## src/soc_bus_pkg.sv

```systemverilog
// Memory map, RAM geometry and Wishbone B4 bus types shared by the SoC bus fabric
package soc_bus_pkg;

  // ==========================================================
  // Bus widths
  // ==========================================================
  localparam int unsigned WORD_W     = 32;
  localparam int unsigned ADDR_W     = 32;
  localparam int unsigned SEL_W      = WORD_W / 8;
  // Byte offset bits inside one word
  localparam int unsigned BYTE_OFS_W = $clog2(SEL_W);

  // ==========================================================
  // Main RAM geometry
  // ==========================================================
  localparam int unsigned LINE_W         = 128;
  localparam int unsigned WORDS_PER_LINE = LINE_W / WORD_W;
  // Word slot select inside a line, address bits 3..2
  localparam int unsigned WORD_IDX_W     = $clog2(WORDS_PER_LINE);
  // Byte offset bits inside one line
  localparam int unsigned LINE_OFS_W     = $clog2(LINE_W / 8);
  localparam int unsigned RAM_SIZE_KB    = 4;
  localparam int unsigned RAM_LINES      = (RAM_SIZE_KB * 1024 * 8) / LINE_W;
  localparam int unsigned RAM_LINE_AW    = $clog2(RAM_LINES);
  // Stages between line read and first-beat ack
  localparam int unsigned RAM_LATENCY    = 4;

  // ==========================================================
  // Memory map
  // ==========================================================
  // Slaves decoded on the top address nibble
  localparam int unsigned DEC_W = 4;
  localparam logic [ADDR_W-1:0] RAM_BASE   = 32'h8000_0000;
  localparam logic [ADDR_W-1:0] CLINT_BASE = 32'h3000_0000;

  localparam int unsigned NUM_SLAVES = 2;
  localparam int unsigned SLV_IDX_W  = $clog2(NUM_SLAVES);
  localparam int unsigned SLV_RAM    = 0;
  localparam int unsigned SLV_CLINT  = 1;

  // Base per slave index, element 0 is RAM
  localparam logic [NUM_SLAVES-1:0][ADDR_W-1:0] SLV_BASE = {CLINT_BASE, RAM_BASE};

  // CLINT register offsets, 64-bit registers as low word then high word
  localparam int unsigned CLINT_OFS_W = 16;
  localparam logic [CLINT_OFS_W-1:0] CLINT_MSIP_OFS     = 16'h0000;
  localparam logic [CLINT_OFS_W-1:0] CLINT_MTIMECMP_OFS = 16'h4000;
  localparam logic [CLINT_OFS_W-1:0] CLINT_MTIME_OFS    = 16'hBFF8;
  localparam int unsigned TIME_W = 64;

  // ==========================================================
  // Wishbone types
  // ==========================================================
  // Cycle type identifier
  typedef enum logic [2:0] {
    CTI_CLASSIC = 3'b000,
    CTI_INCR    = 3'b010,
    CTI_EOB     = 3'b111
  } wb_cti_e;

  // Master to slave, 74 bits
  typedef struct packed {
    logic              cyc;
    logic              stb;
    logic              we;
    logic [ADDR_W-1:0] adr;
    logic [WORD_W-1:0] dat;
    logic [SEL_W-1:0]  sel;
    wb_cti_e           cti;
  } wb_req_t;

  // Slave to master, 34 bits
  typedef struct packed {
    logic [WORD_W-1:0] dat;
    logic              ack;
    logic              err;
  } wb_rsp_t;

endpackage

```

## src/wb_interconnect.sv

```systemverilog
// One-to-N Wishbone switch with address decode, response mux and unmapped-access error
`timescale 1ns/10ps

module wb_interconnect (
  input  logic                 clk_i,
  input  logic                 rst_ni,
  input  soc_bus_pkg::wb_req_t m_req_i,
  output soc_bus_pkg::wb_rsp_t m_rsp_o,
  output soc_bus_pkg::wb_req_t s_req_o [soc_bus_pkg::NUM_SLAVES],
  input  soc_bus_pkg::wb_rsp_t s_rsp_i [soc_bus_pkg::NUM_SLAVES]
);

  logic [soc_bus_pkg::DEC_W-1:0]     adr_tag;
  logic                              m_req;
  logic [soc_bus_pkg::SLV_IDX_W-1:0] dec_idx;
  logic                              dec_hit;
  logic [soc_bus_pkg::SLV_IDX_W-1:0] sel_idx;
  logic                              sel_hit;
  logic                              burst_q;
  logic [soc_bus_pkg::SLV_IDX_W-1:0] burst_idx_q;

  // ==========================================================
  // Address decode
  // ==========================================================
  assign adr_tag = m_req_i.adr[soc_bus_pkg::ADDR_W-1 -: soc_bus_pkg::DEC_W];
  assign m_req   = m_req_i.cyc & m_req_i.stb;

  always_comb begin
    dec_idx = '0;
    dec_hit = 1'b0;
    for (int i = 0; i < soc_bus_pkg::NUM_SLAVES; i++) begin
      // Match top nibble against slave base
      if (adr_tag == soc_bus_pkg::SLV_BASE[i][soc_bus_pkg::ADDR_W-1 -: soc_bus_pkg::DEC_W]) begin
        dec_idx = soc_bus_pkg::SLV_IDX_W'(i);
        dec_hit = 1'b1;
      end
    end
  end

  // Mid-burst beats stick to the slave that took the first beat
  assign sel_idx = burst_q ? burst_idx_q : dec_idx;
  assign sel_hit = burst_q | dec_hit;

  // ==========================================================
  // Request fan-out and response mux
  // ==========================================================
  always_comb begin
    for (int i = 0; i < soc_bus_pkg::NUM_SLAVES; i++) begin
      // Shared fields go everywhere
      s_req_o[i] = m_req_i;
      // Handshake only to the selected slave
      s_req_o[i].cyc = m_req_i.cyc & sel_hit & (sel_idx == soc_bus_pkg::SLV_IDX_W'(i));
      s_req_o[i].stb = m_req_i.stb & sel_hit & (sel_idx == soc_bus_pkg::SLV_IDX_W'(i));
    end
  end

  always_comb begin
    m_rsp_o = '0;
    if (sel_hit) begin
      m_rsp_o = s_rsp_i[sel_idx];
    end else begin
      // Unmapped address, same-cycle error
      m_rsp_o.err = m_req;
    end
  end

  // Burst tracking, held from an incrementing ack to end of burst
  always_ff @(posedge clk_i or negedge rst_ni) begin
    if (!rst_ni) begin
      burst_q     <= 1'b0;
      burst_idx_q <= '0;
    end else if (!m_req_i.cyc) begin
      burst_q <= 1'b0;
    end else if (m_rsp_o.ack) begin
      // Another beat follows only after an incrementing beat
      burst_q     <= (m_req_i.cti == soc_bus_pkg::CTI_INCR);
      burst_idx_q <= sel_idx;
    end
  end

endmodule

```

## config.mk

```make
export PLATFORM = sky130hd
export DESIGN_NAME = wb_interconnect
export DESIGN_NICKNAME = d
export VERILOG_FILES = /design/src/soc_bus_pkg.sv /design/src/wb_interconnect.sv
export SDC_FILE = /design/constraint.sdc
export NUM_CORES = 1
export LEC_CHECK = 0
export BUFFER_PORTS_ARGS = -buffer_cell sky130_fd_sc_hd__buf_2
export CORE_AREA = 2 2 127 129
export CTS_BUF_LIST = sky130_fd_sc_hd__clkbuf_2 sky130_fd_sc_hd__clkbuf_4 sky130_fd_sc_hd__clkbuf_8
export DETAILED_ROUTE_END_ITERATION = 7
export DIE_AREA = 0 0 129 131
export GPL_TIMING_DRIVEN = 0
export SETUP_SLACK_MARGIN = 0.2
export SLEW_MARGIN = 25
export SYNTH_ARGS = -nofsm -noshare
export SYNTH_HDL_FRONTEND = slang
export SYNTH_SLANG_ARGS = --single-unit
```

## constraint.sdc

```tcl
create_clock -name clk_i -period 3.8 [get_ports clk_i]
set_clock_uncertainty 0.2 [all_clocks]
set_input_delay 0.76 -clock clk_i [delete_from_list [all_inputs] [get_ports clk_i]]
set_output_delay 0.76 -clock clk_i [all_outputs]
set_load 0.03 [all_outputs]
```

**Yosys cells after proc, flatten, opt, wreduce, memory -nomap -nowiden**

Index checks and enable logic that the tools add are counted.

- Equality and inequality tests: 4
- Multiplexer cells: 11
- Reductions and logical operators: 1
- $lt $le $gt $ge: 1
- Bitwise operators: 10

Operators by type and width:

| operator | number |
|---|---|
| $mux W34 | 3 |
| $mux W33 | 1 |
| $and A1 B1 Y1 | 7 |
| $mux W1 | 7 |
| $eq A4 B2 Y1 const B | 1 |
| $eq A4 B4 Y1 const B | 1 |
| $eq A3 B2 Y1 const B | 1 |
| $ge A2 B2 Y1 const B | 1 |
| $ne A2 B1 Y1 const B | 1 |
| $not A1 Y2 | 1 |
| $reduce_and A2 Y1 | 1 |
| $not A1 Y1 | 1 |
| $or A1 B1 Y1 | 1 |

- Input port bits: 144
- Register bits after elaboration: 2
- Logic and storage cells: 29
- Output and inout bits: 182

**Longest topological paths before layout**

Gate-level depths: netlist of run 1.

- Word-level depth: 10
- Gate-level depth with buffers: 6
- Depth with buffers taken out: 4

**Worst setup path after synthesis of run 1**

OpenSTA, ideal clock, no wires.

- Path kind: in2out
- Start point: in m_req_i[69] (netlist name)
- End point: out m_rsp_o[1] (netlist name)
- Stages: 5
- Slack: 0.942 ns
- Buffers on the path: 2
- Data arrival time: 1.898 ns
- Required time: 2.840 ns
- Cells stage by stage: nor4b_2 nor3_2 buf_6 buf_6 nor2_1

RTL lines:

| item | RTL line | text |
|---|---|---|
| start, declared | wb_interconnect.sv:7 | `input soc_bus_pkg::wb_req_t m_req_i,` |
| end, declared | wb_interconnect.sv:8 | `output soc_bus_pkg::wb_rsp_t m_rsp_o,` |

==> impl_table.tex, run 1 <==
\begin{tabular}{lr}
\hline
Metric & Value \\
\hline
\multicolumn{2}{l}{\textbf{Outcome}} \\
\quad Status & complete, no violations \\
\multicolumn{2}{l}{\textbf{STA}} \\
\quad Share of the clock period used by the worst path & 85.7\% \\
\quad Final period demand of the worst path & 3260 ps \\
\quad Final Hold Vio Count & 0 \\
\quad Fin Setup TNS & 0 ps \\
\quad Worst slew slack as a fraction of its limit & 68.9\% \\
\quad RSZ-0062 raised after global routing & no \\
\quad Max Fclk & 307 MHz \\
\quad Number of slew-limit violations in the final report & 0 \\
\quad Count of endpoints failing setup in the final report & 0 \\
\quad Transition at the pin with the smallest max-transition slack & between 400 and 500 ps \\
\multicolumn{2}{l}{\textbf{Clock network}} \\
\quad Clock sink total & 2 \\
\quad Buffers inserted by post-CTS timing repair & 0 \\
\quad Clock Root Buffer & sky130\_fd\_sc\_hd\_\_clkbuf\_8 \\
\quad Num CTS Buffers & 3 \\
\quad CTS tree & yes \\
\quad Clock H-tree levels & 1 \\
\quad Clock Pin Slew Worst Setup and Hold Paths & 30 ps \\
\quad Number of hold buffers added after CTS & 0 \\
\quad Number of instances resized during post-cts repair & 0 \\
\quad Clock insertion delay at the later pin of the skew report & between 200 and 250 ps \\
\quad CTS Buffer Depth & 2 \\
\multicolumn{2}{l}{\textbf{Synth}} \\
\quad Distinct cell type count after synthesis & 25 \\
\quad Syn Nets & 426 \\
\quad Async set-reset flop share out of synthesis & 100\% \\
\quad Most common flop cell mapped by yosys & sky130\_fd\_sc\_hd\_\_dfrtp\_1 \\
\quad Cell taking the most area after synthesis & sky130\_fd\_sc\_hd\_\_buf\_4 \\
\quad Gate Count Post-Synth & 282 \\
\quad Cell area after synthesis & about 2000 sq um \\
\quad Biggest area contributors in the synthesized netlist & sky130\_fd\_sc\_hd\_\_buf\_4 55\%, sky130\_fd\_sc\_hd\_\_a21oi\_2 13\%, sky130\_fd\_sc\_hd\_\_nand2\_1 12\% \\
\quad Most used standard cells in the synthesized netlist & 144 x sky130\_fd\_sc\_hd\_\_buf\_4, 65 x sky130\_fd\_sc\_hd\_\_nand2\_1, 29 x sky130\_fd\_sc\_hd\_\_a21oi\_2, 6 x sky130\_fd\_sc\_hd\_\_buf\_2, 6 x sky130\_fd\_sc\_hd\_\_nor2\_1 \\
\quad Yosys top cell area share & a little under three fifths \\
\quad Number of storage elements in the synthesis netlist & 2 \\
\quad Warning count from the yosys run & 0 \\
\quad Number of enable flip-flop cells after synthesis & 0 \\
\quad Most frequent cell after synthesis & sky130\_fd\_sc\_hd\_\_buf\_4 \\
\quad Average cell area after synthesis & 6.93 sq um \\
\quad Share of synthesized area occupied by flip-flops and latches & 2.56\% \\
\multicolumn{2}{l}{\textbf{Power and ir drop}} \\
\quad Leakage component of the power & 2.12 nW \\
\quad Comb pwr share & 82.5\% \\
\quad Power share of the clock group & between 10 and 15\% \\
\quad Sequential Power Share & 3.6\% \\
\quad Power per unit of standard cell area & $\sim$170 nW/um\^{}2 \\
\quad IR drop worst, VDD & 0.0681 mV \\
\quad Internal power contribution & 0.293 mW \\
\quad Power spent charging and discharging nets & 0.312 mW \\
\quad Switch share & 51.6\% \\
\multicolumn{2}{l}{\textbf{Worst setup path}} \\
\quad Worst Setup End Kind & output pin \\
\quad Type of origin of the critical path & input port \\
\quad Arrival time at the worst endpoint & 2300 ps \\
\quad Capture point of the critical path & m\_rsp\_o[11] \\
\quad Critical register-to-register path endpoint & burst\_q\$\_DFFE\_PN0P\_ \\
\quad CP max-delay cell & sky130\_fd\_sc\_hd\_\_o21ai\_4 \\
\quad Most numerous cell on the critical path & sky130\_fd\_sc\_hd\_\_buf\_2 \\
\quad Cell type group with the largest total delay on the critical path & buffers and inverters \\
\quad Reg2Reg Launch Point & burst\_q\$\_DFFE\_PN0P\_ \\
\quad Largest stage delay on the critical path & between 300 and 400 ps \\
\quad Largest fanout of any net on the critical path & 10 \\
\quad Worst-case reg-to-reg path depth & 5 \\
\quad Critical path start-end classification & input port to output pin \\
\quad Count of buffering cells on the critical path with inverters included & 3 \\
\quad CP Depth & 7 \\
\quad Reg-to-reg slack, setup & 2170 ps \\
\quad Req. time, crit path & between 2000 and 3000 ps \\
\quad Origin of the worst setup path & m\_req\_i[69] \\
\quad Crit path cell chain & buf\_2 -> nand4bb\_4 -> o21ai\_4 -> buf\_2 -> nand2\_1 -> a21oi\_2 -> buf\_2 \\
\multicolumn{2}{l}{\textbf{GRT}} \\
\quad Antenna violations before repair & 0 \\
\quad Pin count of the biggest net entering global routing & 11 \\
\quad First-pass GRT wire length & 10.8 mm \\
\quad Global route overflow & 0 \\
\quad Via count of the first global-routing pass & 2169 \\
\quad Gr usage total & 8.20\% \\
\multicolumn{2}{l}{\textbf{Cells and area}} \\
\quad Post-layout net count & slightly below 700 \\
\quad Final cell area excluding filler cells & 3570 sq um \\
\quad Number of diodes added for antenna fixing & 0 \\
\quad Area growth from synthesis to layout & 82.5\% \\
\quad Layout cell share with drive strength beyond 1 & between 80\% and 90\% \\
\quad Multi-input combinational cell area & around 730 sq um \\
\quad Count of fill cells added during filler insertion & $\sim$1.8k \\
\quad Register area & about 50 sq um \\
\multicolumn{2}{l}{\textbf{Drt}} \\
\quad Vias & 2530 \\
\quad Antenna violation net count after detailed routing & 0 \\
\quad Via/cell ratio & 3.32 \\
\quad DRT Wirelength & 8.21 mm \\
\quad Wire length per cell & around 11 um \\
\quad Length of the first detailed-routing pass in iterations & 4 \\
\quad Iteration-0 DRC Markers & 35 \\
\quad Residual DRC count & 0 \\
\multicolumn{2}{l}{\textbf{Placement}} \\
\quad Placed cell area & about 3500 sq um \\
\quad DP HPWL & roughly 7.3 mm \\
\quad Final Wtd Congestion & 0.732 \\
\quad Number of buffers inserted by port buffering & 260 \\
\multicolumn{2}{l}{\textbf{Die}} \\
\quad Die area & roughly 17000 sq um \\
\quad Boundary pin count & 326 \\
\quad Starting Density & around 13\% \\
\quad Die Span X & 129 um \\
\quad Std-Cell Core Area & 15600 sq um \\
\quad Number of placement rows & 46 \\
\quad Floorplan die height & 131 um \\
\multicolumn{2}{l}{\textbf{Worst hold path}} \\
\quad Class of the most critical hold timing path & input port to asynchronous set/reset pin \\
\multicolumn{2}{l}{\textbf{Run}} \\
\quad Max-cap check violation count & 0 \\
\hline
\end{tabular}
## layout make-up
class | count | area share (%)
multi-input cells | 124 | 20.6
repair buffers | 260 | 36.5
plain buffers | 155 | 32.7
well taps | 216 | 7.58
clock buffers | 3 | 1.16
flip-flops and latches | 2 | 1.40
inverters | 1 | 0.105
## worst register-to-register path: stages, from the launching register on
cell and delay (ps):
sky130_fd_sc_hd__dfrtp_1 450, sky130_fd_sc_hd__nand2_1 160, sky130_fd_sc_hd__o21a_1 150, sky130_fd_sc_hd__buf_6 170, sky130_fd_sc_hd__mux2i_2 270, sky130_fd_sc_hd__o31ai_2 100
## sequential cells by signal, indices dropped and copies added, names as in the netlist
register,count
burst_q,1
burst_idx_q,1
## metrics by stage
step	power, mW	hold slack [ps]	cells	util (%)	setup slack [ps]
after floorplan	0.384	264	282	-	942
after global placement	0.523	347	758	22.6	518
after detailed placement	0.526	350	758	22.6	502
after CTS	0.614	128	761	22.9	504
after global routing	0.643	132	761	22.9	435
final	0.605	130	761	22.9	544
## placed cells by master, fill, tap and decap left out
cell type and instances:
sky130_fd_sc_hd__nor2b_1 1, sky130_fd_sc_hd__o31ai_2 1, sky130_fd_sc_hd__nand2_1 65, sky130_fd_sc_hd__nor2_1 6, sky130_fd_sc_hd__buf_2 266, sky130_fd_sc_hd__nor3_2 1, sky130_fd_sc_hd__nand3_1 3, sky130_fd_sc_hd__clkbuf_8 3
sky130_fd_sc_hd__nand4_1 1, sky130_fd_sc_hd__a21oi_2 29, sky130_fd_sc_hd__nor4b_2 1, sky130_fd_sc_hd__o21ai_4 1, sky130_fd_sc_hd__buf_6 5, sky130_fd_sc_hd__mux2i_1 2, sky130_fd_sc_hd__o211ai_1 1, sky130_fd_sc_hd__and4bb_1 1
sky130_fd_sc_hd__a21oi_1 4, sky130_fd_sc_hd__nand4bb_4 1, sky130_fd_sc_hd__buf_4 144, sky130_fd_sc_hd__o21ai_1 1, sky130_fd_sc_hd__dfrtp_1 2, sky130_fd_sc_hd__inv_1 1, sky130_fd_sc_hd__mux2i_2 1, sky130_fd_sc_hd__o21ai_0 1
sky130_fd_sc_hd__o21a_1 1, sky130_fd_sc_hd__nand2b_1 2
## worst min path at each step
| stage | depth (start not counted) | end | slack (ps) |
|---|---|---|---|
| after floorplan | 0 | burst_idx_q$_DFFE_PN0P_ | 260 |
| after global placement | 1 | burst_q$_DFFE_PN0P_ | 350 |
| after detailed placement | 1 | burst_q$_DFFE_PN0P_ | 350 |
| after CTS | 1 | burst_q$_DFFE_PN0P_ | 130 |
| after global routing | 1 | burst_q$_DFFE_PN0P_ | 130 |
| final | 1 | burst_q$_DFFE_PN0P_ | 130 |
## layer usage
layer  wire length (um)  GRT usage, %  share of wire [%]
met4                 13         0.703               0.16
met3                662          1.26                8.1
met1               3240          9.93                 40
met2               4290          15.8                 52
met5                  0             0                  0
## power groups by stage
stage / clock network [mW] / registers (mW) / logic [mW]
floorplan: 0 / 0.0219 / 0.362
global placement: 0 / 0.0219 / 0.501
detailed placement: 0 / 0.0219 / 0.504
CTS: 0.0870 / 0.0217 / 0.505
global route: 0.0899 / 0.0217 / 0.532
finish: 0.0842 / 0.0217 / 0.499
## cell families after synthesis
logic type             count (synthesis)  share of synthesized area, %
flip-flops                             2                          2.56
buffers and inverters                156                          59.9
AO/OA/AOI/OAI                         39                          16.8
multiplexers                           3                          1.73
AND/OR/NAND/NOR                       82                          19.0
Power figures use the tool's default switching activity.
==> run 2: changes to the inputs <==
CORE_AREA = 2 2 128 130   (was 2 2 127 129)
DIE_AREA = 0 0 130 132   (was 0 0 129 131)
HOLD_SLACK_MARGIN = 0.05   (was default)
clock period = 3.74 ns   (was 3.8 ns; I/O delays follow)
==> impl_table.tex, run 2 (synthesized netlist as in run 1, its figures left out) <==
\begin{tabular}{lr}
\hline
Metric & Value \\
\hline
\multicolumn{2}{l}{\textbf{Outcome}} \\
\quad Status & complete, no violations (unchanged) \\
\multicolumn{2}{l}{\textbf{STA}} \\
\quad Minimum setup slack in the final design & 521 ps (was 544 ps) \\
\quad Worst slew slack as a fraction of its limit & 70.3\% (was 68.9\%) \\
\quad Fin Setup TNS & 0 ps (unchanged) \\
\quad Number of slew-limit violations in the final report & 0 (unchanged) \\
\quad Transition at the pin with the smallest max-transition slack & 444 ps (was 465 ps) \\
\quad Count of endpoints failing setup in the final report & 0 (unchanged) \\
\quad RSZ-0062 raised after global routing & no (unchanged) \\
\quad Final period demand of the worst path & roughly 3200 ps \\
\quad Final Hold Vio Count & 0 (unchanged) \\
\quad Max Fclk & 311 MHz \\
\quad Share of the clock period used by the worst path & 86.1\% \\
\multicolumn{2}{l}{\textbf{Worst hold path}} \\
\quad Class of the most critical hold timing path & input port to asynchronous set/reset pin (unchanged) \\
\multicolumn{2}{l}{\textbf{Drt}} \\
\quad Residual DRC count & 0 (unchanged) \\
\quad Antenna violation net count after detailed routing & 0 (unchanged) \\
\quad Via/cell ratio & 3.28 (was 3.32) \\
\quad DR WL met2 & 4.60 mm (was 4.29 mm) \\
\quad Length of the first detailed-routing pass in iterations & 5 (was 4) \\
\quad Vias & 2499 (was 2530) \\
\quad Wire length on met1 & 3.04 mm (was 3.24 mm) \\
\quad Iteration-0 DRC Markers & 57 (was 35) \\
\quad Routed length on met3 & 748 um (was 662 um) \\
\quad DRT Wirelength & 8.40 mm (was 8.21 mm) \\
\quad Wire length per cell & 11.0 um (was 10.8 um) \\
\quad Highest metal layer with signal wires & met4 (unchanged) \\
\multicolumn{2}{l}{\textbf{Worst setup path}} \\
\quad Most numerous cell on the critical path & sky130\_fd\_sc\_hd\_\_buf\_2 (unchanged) \\
\quad Crit path cell chain & buf\_2 -> nand4bb\_4 -> o21ai\_4 -> buf\_2 -> nand2\_1 -> a21oi\_2 -> buf\_2 (unchanged) \\
\quad Largest fanout of any net on the critical path & 10 (unchanged) \\
\quad CP max-delay cell & sky130\_fd\_sc\_hd\_\_o21ai\_4 (unchanged) \\
\quad Worst-case reg-to-reg path depth & 5 (unchanged) \\
\quad Arrival time at the worst endpoint & 2270 ps (was 2300 ps) \\
\quad Type of origin of the critical path & input port (unchanged) \\
\quad Largest stage delay on the critical path & 320 ps (was 330 ps) \\
\quad Reg2Reg Launch Point & burst\_q\$\_DFFE\_PN0P\_ (unchanged) \\
\quad Critical path start-end classification & input port to output pin (unchanged) \\
\quad Worst Setup End Kind & output pin (unchanged) \\
\quad Req. time, crit path & 2790 ps (was 2840 ps) \\
\quad Reg-to-reg slack, setup & 2070 ps (was 2170 ps) \\
\quad Critical register-to-register path endpoint & burst\_q\$\_DFFE\_PN0P\_ (unchanged) \\
\multicolumn{2}{l}{\textbf{Clock network}} \\
\quad Buffers inserted by post-CTS timing repair & 0 (unchanged) \\
\quad Number of hold buffers added after CTS & 0 (unchanged) \\
\quad Num CTS Buffers & 3 (unchanged) \\
\quad Clock Pin Slew Worst Setup and Hold Paths & 30 ps (about the same) \\
\quad Clock insertion delay at the later pin of the skew report & 210 ps (about the same) \\
\quad Clock sink total & 2 (unchanged) \\
\quad Clock H-tree levels & 1 (unchanged) \\
\quad Clock Root Buffer & sky130\_fd\_sc\_hd\_\_clkbuf\_8 (unchanged) \\
\quad CTS tree & yes (unchanged) \\
\quad Number of instances resized during post-cts repair & 0 (unchanged) \\
\quad CTS Buffer Depth & 2 (unchanged) \\
\multicolumn{2}{l}{\textbf{Power and ir drop}} \\
\quad Power per unit of standard cell area & 173 nW/um\^{}2 (was 170 nW/um\^{}2) \\
\quad Power share of the clock group & 13.9\% (about the same) \\
\quad Internal power contribution & 0.298 mW (was 0.293 mW) \\
\quad IR drop worst, VDD & 0.0728 mV (was 0.0681 mV) \\
\quad Power spent charging and discharging nets & 0.318 mW (was 0.312 mW) \\
\quad Sequential Power Share & 3.6\% (about the same) \\
\quad Switch share & 51.7\% (was 51.6\%) \\
\quad Leakage component of the power & 2.12 nW (unchanged) \\
\quad Comb pwr share & 82.6\% (was 82.5\%) \\
\multicolumn{2}{l}{\textbf{Placement}} \\
\quad Number of buffers inserted by port buffering & 260 (unchanged) \\
\quad Minimum setup slack after placement & 411 ps (was 502 ps) \\
\quad Final Wtd Congestion & 0.775 (was 0.732) \\
\quad DP HPWL & 7.51 mm (was 7.35 mm) \\
\multicolumn{2}{l}{\textbf{Die}} \\
\quad Boundary pin count & 326 (unchanged) \\
\quad Number of placement rows & 46 (unchanged) \\
\quad Starting Density & 12.4\% (was 12.5\%) \\
\quad Std-Cell Core Area & 15700 sq um (was 15600 sq um) \\
\quad Die area & 17200 sq um (was 16900 sq um) \\
\quad Die Span X & 130 um (was 129 um) \\
\quad Floorplan die height & 132 um (was 131 um) \\
\multicolumn{2}{l}{\textbf{Cells and area}} \\
\quad Leading registers by flop count & burst\_idx\_q: 1 flops, burst\_q: 1 flops (unchanged) \\
\quad Commonest cells after routing, fill and taps aside & 266 x sky130\_fd\_sc\_hd\_\_buf\_2, 144 x sky130\_fd\_sc\_hd\_\_buf\_4, 65 x sky130\_fd\_sc\_hd\_\_nand2\_1, 29 x sky130\_fd\_sc\_hd\_\_a21oi\_2, 6 x sky130\_fd\_sc\_hd\_\_nor2\_1 (unchanged) \\
\quad Number of diodes added for antenna fixing & 0 (unchanged) \\
\quad Area growth from synthesis to layout & 82.5\% (unchanged) \\
\quad Count of fill cells added during filler insertion & 1810 (was 1770) \\
\quad Post-layout net count & 691 (unchanged) \\
\quad Layout cell share with drive strength beyond 1 & 83.1\% (unchanged) \\
\quad Most common library cell in the layout ignoring fill and taps & sky130\_fd\_sc\_hd\_\_buf\_2 (unchanged) \\
\multicolumn{2}{l}{\textbf{GRT}} \\
\quad Global route overflow & 0 (unchanged) \\
\quad Antenna violations before repair & 0 (unchanged) \\
\quad Pin count of the biggest net entering global routing & 11 (unchanged) \\
\quad First-pass GRT wire length & 11.7 mm (was 10.8 mm) \\
\quad Gr usage total & 8.65\% (was 8.20\%) \\
\quad Via count of the first global-routing pass & 2298 (was 2169) \\
\multicolumn{2}{l}{\textbf{Run}} \\
\quad Max-cap check violation count & 0 (unchanged) \\
\hline
\end{tabular}
run 2: cell counts in the layout (fill, tap and decap cells not counted):
No cell type changed its count.
run 2: how the worst max path moves through the flow:
stage	endpoint	from	cells after the start
final	m_rsp_o[32]	m_req_i[69]	7
after global routing	m_rsp_o[32]	m_req_i[69]	7
after CTS	m_rsp_o[32]	m_req_i[69]	7
after detailed placement	m_rsp_o[32]	m_req_i[69]	7
after global placement	m_rsp_o[32]	m_req_i[69]	7
after floorplan	m_rsp_o[1]	m_req_i[69]	5
run 2: per-layer routing:
| layer | vias to the layer above | track usage, % |
|---|---|---|
| met3 | 2 | 1.70 |
| met2 | 166 | 17.7 |
| met5 | - | 0 |
| met4 | 0 | 0.956 |
| li1 | 1276 | - |
| met1 | 1055 | 9.05 |
run 2: worst max-delay path, delay by kind of cell:
kind	cells	cell delay [ps]
buf+inv	3	660
compound gates	2	500
simple gates	2	360
run 2: power by group through the flow:
stage	Clock (mW)	Sequential, mW	Combinational, mW
after global routing	0.0920	0.0221	0.538
final	0.0853	0.0221	0.508
after detailed placement	0	0.0223	0.513
after global placement	0	0.0223	0.511
after CTS	0.0907	0.0221	0.514
after floorplan	0	0.0222	0.368
run 2: area by class of cell:
type	count	area [sq um]	area share, %
Buffer	155	1170	32.7
Clock buffer	3	41.3	1.16
Inverter	1	3.75	0.105
Multi-Input combinational cell	124	733	20.6
Sequential cell	2	50.0	1.40
Tap cell	216	270	7.58
Timing Repair Buffer	260	1300	36.5
run 2: metrics by stage:
stage	total power [mW]	hold slack [ps]	area (sq um)	instances	utilization [%]
finish	0.616	118	3570	761	22.7
global placement	0.533	334	3530	758	22.4
CTS	0.627	109	3570	761	22.7
global route	0.652	115	3570	761	22.7
floorplan	0.390	252	1950	282	-
detailed placement	0.535	339	3530	758	22.4
==> run 3: changes to the inputs <==
ABC_AREA = 1   (was default)
==> impl_table.tex, run 3 <==
\begin{tabular}{lr}
\hline
Metric & Value \\
\hline
\multicolumn{2}{l}{\textbf{Power and ir drop}} \\
\quad IR drop worst, VDD & 0.0817 mV (was 0.0728 mV) \\
\quad Power per unit of standard cell area & 177 nW/um\^{}2 (was 173 nW/um\^{}2) \\
\quad Leakage component of the power & 2.18 nW (was 2.12 nW) \\
\quad Design Power & 0.633 mW (was 0.616 mW) \\
\multicolumn{2}{l}{\textbf{STA}} \\
\quad Final Hold Vio Count & 0 (unchanged) \\
\quad Final period demand of the worst path & 3080 ps (was 3220 ps) \\
\quad Number of slew-limit violations in the final report & 0 (unchanged) \\
\quad Share of the clock period used by the worst path & 82.4\% (was 86.1\%) \\
\quad Worst slew slack as a fraction of its limit & 73.6\% (was 70.3\%) \\
\quad Count of endpoints failing setup in the final report & 0 (unchanged) \\
\quad RSZ-0062 raised after global routing & no (unchanged) \\
\quad Hold slack final & 116 ps (was 118 ps) \\
\quad Minimum setup slack in the final design & 657 ps (was 521 ps) \\
\quad Fin Setup TNS & 0 ps (unchanged) \\
\quad Max Fclk & 324 MHz (was 311 MHz) \\
\quad Transition at the pin with the smallest max-transition slack & 396 ps (was 444 ps) \\
\multicolumn{2}{l}{\textbf{Drt}} \\
\quad Residual DRC count & 0 (unchanged) \\
\quad Iteration-0 DRC Markers & 50 (was 57) \\
\quad Wire length per cell & 11.0 um (about the same) \\
\quad Length of the first detailed-routing pass in iterations & 4 (was 5) \\
\quad DRT Wirelength & 8.52 mm (was 8.40 mm) \\
\quad Vias & 2521 (was 2499) \\
\quad Antenna violation net count after detailed routing & 0 (unchanged) \\
\quad Via/cell ratio & 3.25 (was 3.28) \\
\multicolumn{2}{l}{\textbf{Clock network}} \\
\quad Num CTS Buffers & 3 (unchanged) \\
\quad CTS tree & yes (unchanged) \\
\quad Clock Pin Slew Worst Setup and Hold Paths & 30 ps (about the same) \\
\quad Clock sink total & 2 (unchanged) \\
\quad Number of instances resized during post-cts repair & 0 (unchanged) \\
\quad Buffers inserted by post-CTS timing repair & 0 (unchanged) \\
\quad Clock H-tree levels & 1 (unchanged) \\
\quad Clock Root Buffer & sky130\_fd\_sc\_hd\_\_clkbuf\_8 (unchanged) \\
\quad CTS Buffer Depth & 2 (unchanged) \\
\quad Clock insertion delay at the later pin of the skew report & 210 ps (about the same) \\
\quad Number of hold buffers added after CTS & 0 (unchanged) \\
\multicolumn{2}{l}{\textbf{Synth}} \\
\quad Most common flop cell mapped by yosys & sky130\_fd\_sc\_hd\_\_dfrtp\_1 (unchanged) \\
\quad Syn Nets & 440 (was 426) \\
\quad Cell taking the most area after synthesis & sky130\_fd\_sc\_hd\_\_buf\_4 (unchanged) \\
\quad Biggest area contributors in the synthesized netlist & sky130\_fd\_sc\_hd\_\_buf\_4 55\%, sky130\_fd\_sc\_hd\_\_nor2\_2 9.3\%, sky130\_fd\_sc\_hd\_\_nor2\_1 7.5\% (was sky130\_fd\_sc\_hd\_\_buf\_4 55\%, sky130\_fd\_sc\_hd\_\_a21oi\_2 13\%, sky130\_fd\_sc\_hd\_\_nand2\_1 12\%) \\
\quad Distinct cell type count after synthesis & 24 (was 25) \\
\quad Cell area after synthesis & 1960 sq um (was 1950 sq um) \\
\quad Most frequent cell after synthesis & sky130\_fd\_sc\_hd\_\_buf\_4 (unchanged) \\
\quad Share of synthesized area occupied by flip-flops and latches & 2.55\% (was 2.56\%) \\
\quad Number of storage elements in the synthesis netlist & 2 (unchanged) \\
\quad Async set-reset flop share out of synthesis & 100\% (unchanged) \\
\quad Yosys top cell area share & 55.2\% (was 55.3\%) \\
\quad Gate Count Post-Synth & 296 (was 282) \\
\quad Warning count from the yosys run & 0 (unchanged) \\
\quad Number of enable flip-flop cells after synthesis & 0 (unchanged) \\
\quad Average cell area after synthesis & 6.62 sq um (was 6.93 sq um) \\
\quad Most used standard cells in the synthesized netlist & 144 x sky130\_fd\_sc\_hd\_\_buf\_4, 39 x sky130\_fd\_sc\_hd\_\_nor2\_1, 29 x sky130\_fd\_sc\_hd\_\_nor2\_2, 29 x sky130\_fd\_sc\_hd\_\_o21ai\_0, 13 x sky130\_fd\_sc\_hd\_\_nand2\_1 (was 144 x sky130\_fd\_sc\_hd\_\_buf\_4, 65 x sky130\_fd\_sc\_hd\_\_nand2\_1, 29 x sky130\_fd\_sc\_hd\_\_a21oi\_2, 6 x sky130\_fd\_sc\_hd\_\_buf\_2, 6 x sky130\_fd\_sc\_hd\_\_nor2\_1) \\
\multicolumn{2}{l}{\textbf{GRT}} \\
\quad Via count of the first global-routing pass & 2282 (was 2298) \\
\quad Pin count of the biggest net entering global routing & 11 (unchanged) \\
\quad Gr usage total & 8.67\% (was 8.65\%) \\
\quad Global route overflow & 0 (unchanged) \\
\quad Antenna violations before repair & 1 (was 0) \\
\quad First-pass GRT wire length & 11.6 mm (was 11.7 mm) \\
\multicolumn{2}{l}{\textbf{Die}} \\
\quad Number of placement rows & 46 (unchanged) \\
\quad Std-Cell Core Area & 15700 sq um (unchanged) \\
\quad Die Span X & 130 um (unchanged) \\
\quad Die area & 17200 sq um (unchanged) \\
\quad Floorplan die height & 132 um (unchanged) \\
\quad Boundary pin count & 326 (unchanged) \\
\quad Starting Density & 12.5\% (was 12.4\%) \\
\multicolumn{2}{l}{\textbf{Cells and area}} \\
\quad Number of standard cells in the final layout excluding fillers & 776 (was 761) \\
\quad Post-layout net count & 705 (was 691) \\
\quad Area growth from synthesis to layout & 82.4\% (was 82.5\%) \\
\quad Commonest cells after routing, fill and taps aside & 262 x sky130\_fd\_sc\_hd\_\_buf\_2, 144 x sky130\_fd\_sc\_hd\_\_buf\_4, 39 x sky130\_fd\_sc\_hd\_\_nor2\_1, 29 x sky130\_fd\_sc\_hd\_\_nor2\_2, 29 x sky130\_fd\_sc\_hd\_\_o21ai\_0 (was 266 x sky130\_fd\_sc\_hd\_\_buf\_2, 144 x sky130\_fd\_sc\_hd\_\_buf\_4, 65 x sky130\_fd\_sc\_hd\_\_nand2\_1, 29 x sky130\_fd\_sc\_hd\_\_a21oi\_2, 6 x sky130\_fd\_sc\_hd\_\_nor2\_1) \\
\quad Layout cell share with drive strength beyond 1 & 80.5\% (was 83.1\%) \\
\quad Count of fill cells added during filler insertion & 1788 (was 1810) \\
\quad Most common library cell in the layout ignoring fill and taps & sky130\_fd\_sc\_hd\_\_buf\_2 (unchanged) \\
\quad Leading registers by flop count & burst\_idx\_q: 1 flops, burst\_q: 1 flops (unchanged) \\
\multicolumn{2}{l}{\textbf{Worst setup path}} \\
\quad Arrival time at the worst endpoint & 2130 ps (was 2270 ps) \\
\quad Critical path start-end classification & input port to output pin (unchanged) \\
\quad Req. time, crit path & 2790 ps (about the same) \\
\quad CP max-delay cell & sky130\_fd\_sc\_hd\_\_clkbuf\_1 (was sky130\_fd\_sc\_hd\_\_o21ai\_4) \\
\quad Crit path cell chain & buf\_2 -> nor2\_1 -> nand2\_1 -> nand3\_1 -> clkbuf\_1 -> o21ai\_0 -> nor2\_1 -> buf\_2 (was buf\_2 -> nand4bb\_4 -> o21ai\_4 -> buf\_2 -> nand2\_1 -> a21oi\_2 -> buf\_2) \\
\quad Reg2Reg Launch Point & burst\_q\$\_DFFE\_PN0P\_ (unchanged) \\
\quad Type of origin of the critical path & input port (unchanged) \\
\quad Reg-to-reg slack, setup & 2220 ps (was 2070 ps) \\
\quad Critical register-to-register path endpoint & burst\_q\$\_DFFE\_PN0P\_ (unchanged) \\
\quad Worst Setup End Kind & output pin (unchanged) \\
\quad Largest fanout of any net on the critical path & 10 (unchanged) \\
\quad Largest stage delay on the critical path & 360 ps (was 320 ps) \\
\quad Worst-case reg-to-reg path depth & 8 (was 5) \\
\multicolumn{2}{l}{\textbf{Run}} \\
\quad Max-cap check violation count & 0 (unchanged) \\
\multicolumn{2}{l}{\textbf{Placement}} \\
\quad Minimum setup slack after placement & 556 ps (was 411 ps) \\
\quad DP HPWL & 7.67 mm (was 7.51 mm) \\
\quad Placed cell count & 772 (was 758) \\
\quad Number of buffers inserted by port buffering & 260 (unchanged) \\
\quad Final Wtd Congestion & 0.802 (was 0.775) \\
\multicolumn{2}{l}{\textbf{Outcome}} \\
\quad Status & complete, no violations (unchanged) \\
\multicolumn{2}{l}{\textbf{Worst hold path}} \\
\quad Class of the most critical hold timing path & input port to asynchronous set/reset pin (unchanged) \\
\hline
\end{tabular}
-- run 3: cell types whose count changed after synthesis, sizes merged, moves of 2 or more --
cell	change
o21ai	+29
mux2i	-3
nand4	+2
nand3	+4
nand2b	-2
clkbuf	+2
a21oi	-32
nor2	+63
inv	+8
nand2	-50
buf	-2
-- run 3: cell families after synthesis --
group                  share of synthesized area [%]
AOI/OAI and AO/OA                               8.75
buffers and inverters                           64.1
DFF                                             2.55
and+or+nand+nor                                 24.6
-- run 3: metal layers --
layer	GRT usage [%]	vias up	share of wire, %
met1	8.90	1027	36
met3	2.19	4	10
met5	0	-	0
met2	17.9	184	53
met4	0.538	0	0.16
li1	-	1306	-
-- run 3: worst max-delay path by stage --
stage                           start           to  depth (start not counted)
after floorplan           m_req_i[70]  m_rsp_o[26]                          8
final                     m_req_i[70]  m_rsp_o[13]                          8
after CTS                 m_req_i[70]  m_rsp_o[13]                          8
after global placement    m_req_i[70]  m_rsp_o[13]                          8
after detailed placement  m_req_i[70]  m_rsp_o[14]                          8
after global routing      m_req_i[70]  m_rsp_o[13]                          8
-- run 3: per-stage QoR --
step / area [sq um] / util, %
2_1_floorplan: 1960 / -
3_3_place_gp: 3530 / 22.5
3_5_place_dp: 3530 / 22.5
4_1_cts: 3570 / 22.7
5_1_grt: 3570 / 22.7
6_report: 3570 / 22.8
-- run 3: final cells by class --
class	instances	area, sq um	area share (%)
Antenna cell	1	2.50	0.0700
Multi-Input combinational cell	130	653	18.3
Sequential cell	2	50.0	1.40
Inverter	9	41.3	1.16
Clock buffer	3	41.3	1.16
Buffer	155	1210	34.0
Timing Repair Buffer	260	1300	36.4
Tap cell	216	270	7.56
-- run 3: where the power goes --
| group | internal (mW) | total (mW) | switching (mW) |
|---|---|---|---|
| Clock | 0.0680 | 0.0844 | 0.0164 |
| Sequential | 0.0228 | 0.0232 | 0.000414 |
| Combinational | 0.216 | 0.526 | 0.310 |
| Total | 0.306 | 0.633 | 0.327 |
-- run 3: critical path, delay by kind of cell --
family | cells | cell delay (ps)
buffers and inverters | 3 | 690
and+or+nand+nor | 4 | 540
AOI/OAI and AO/OA | 1 | 150
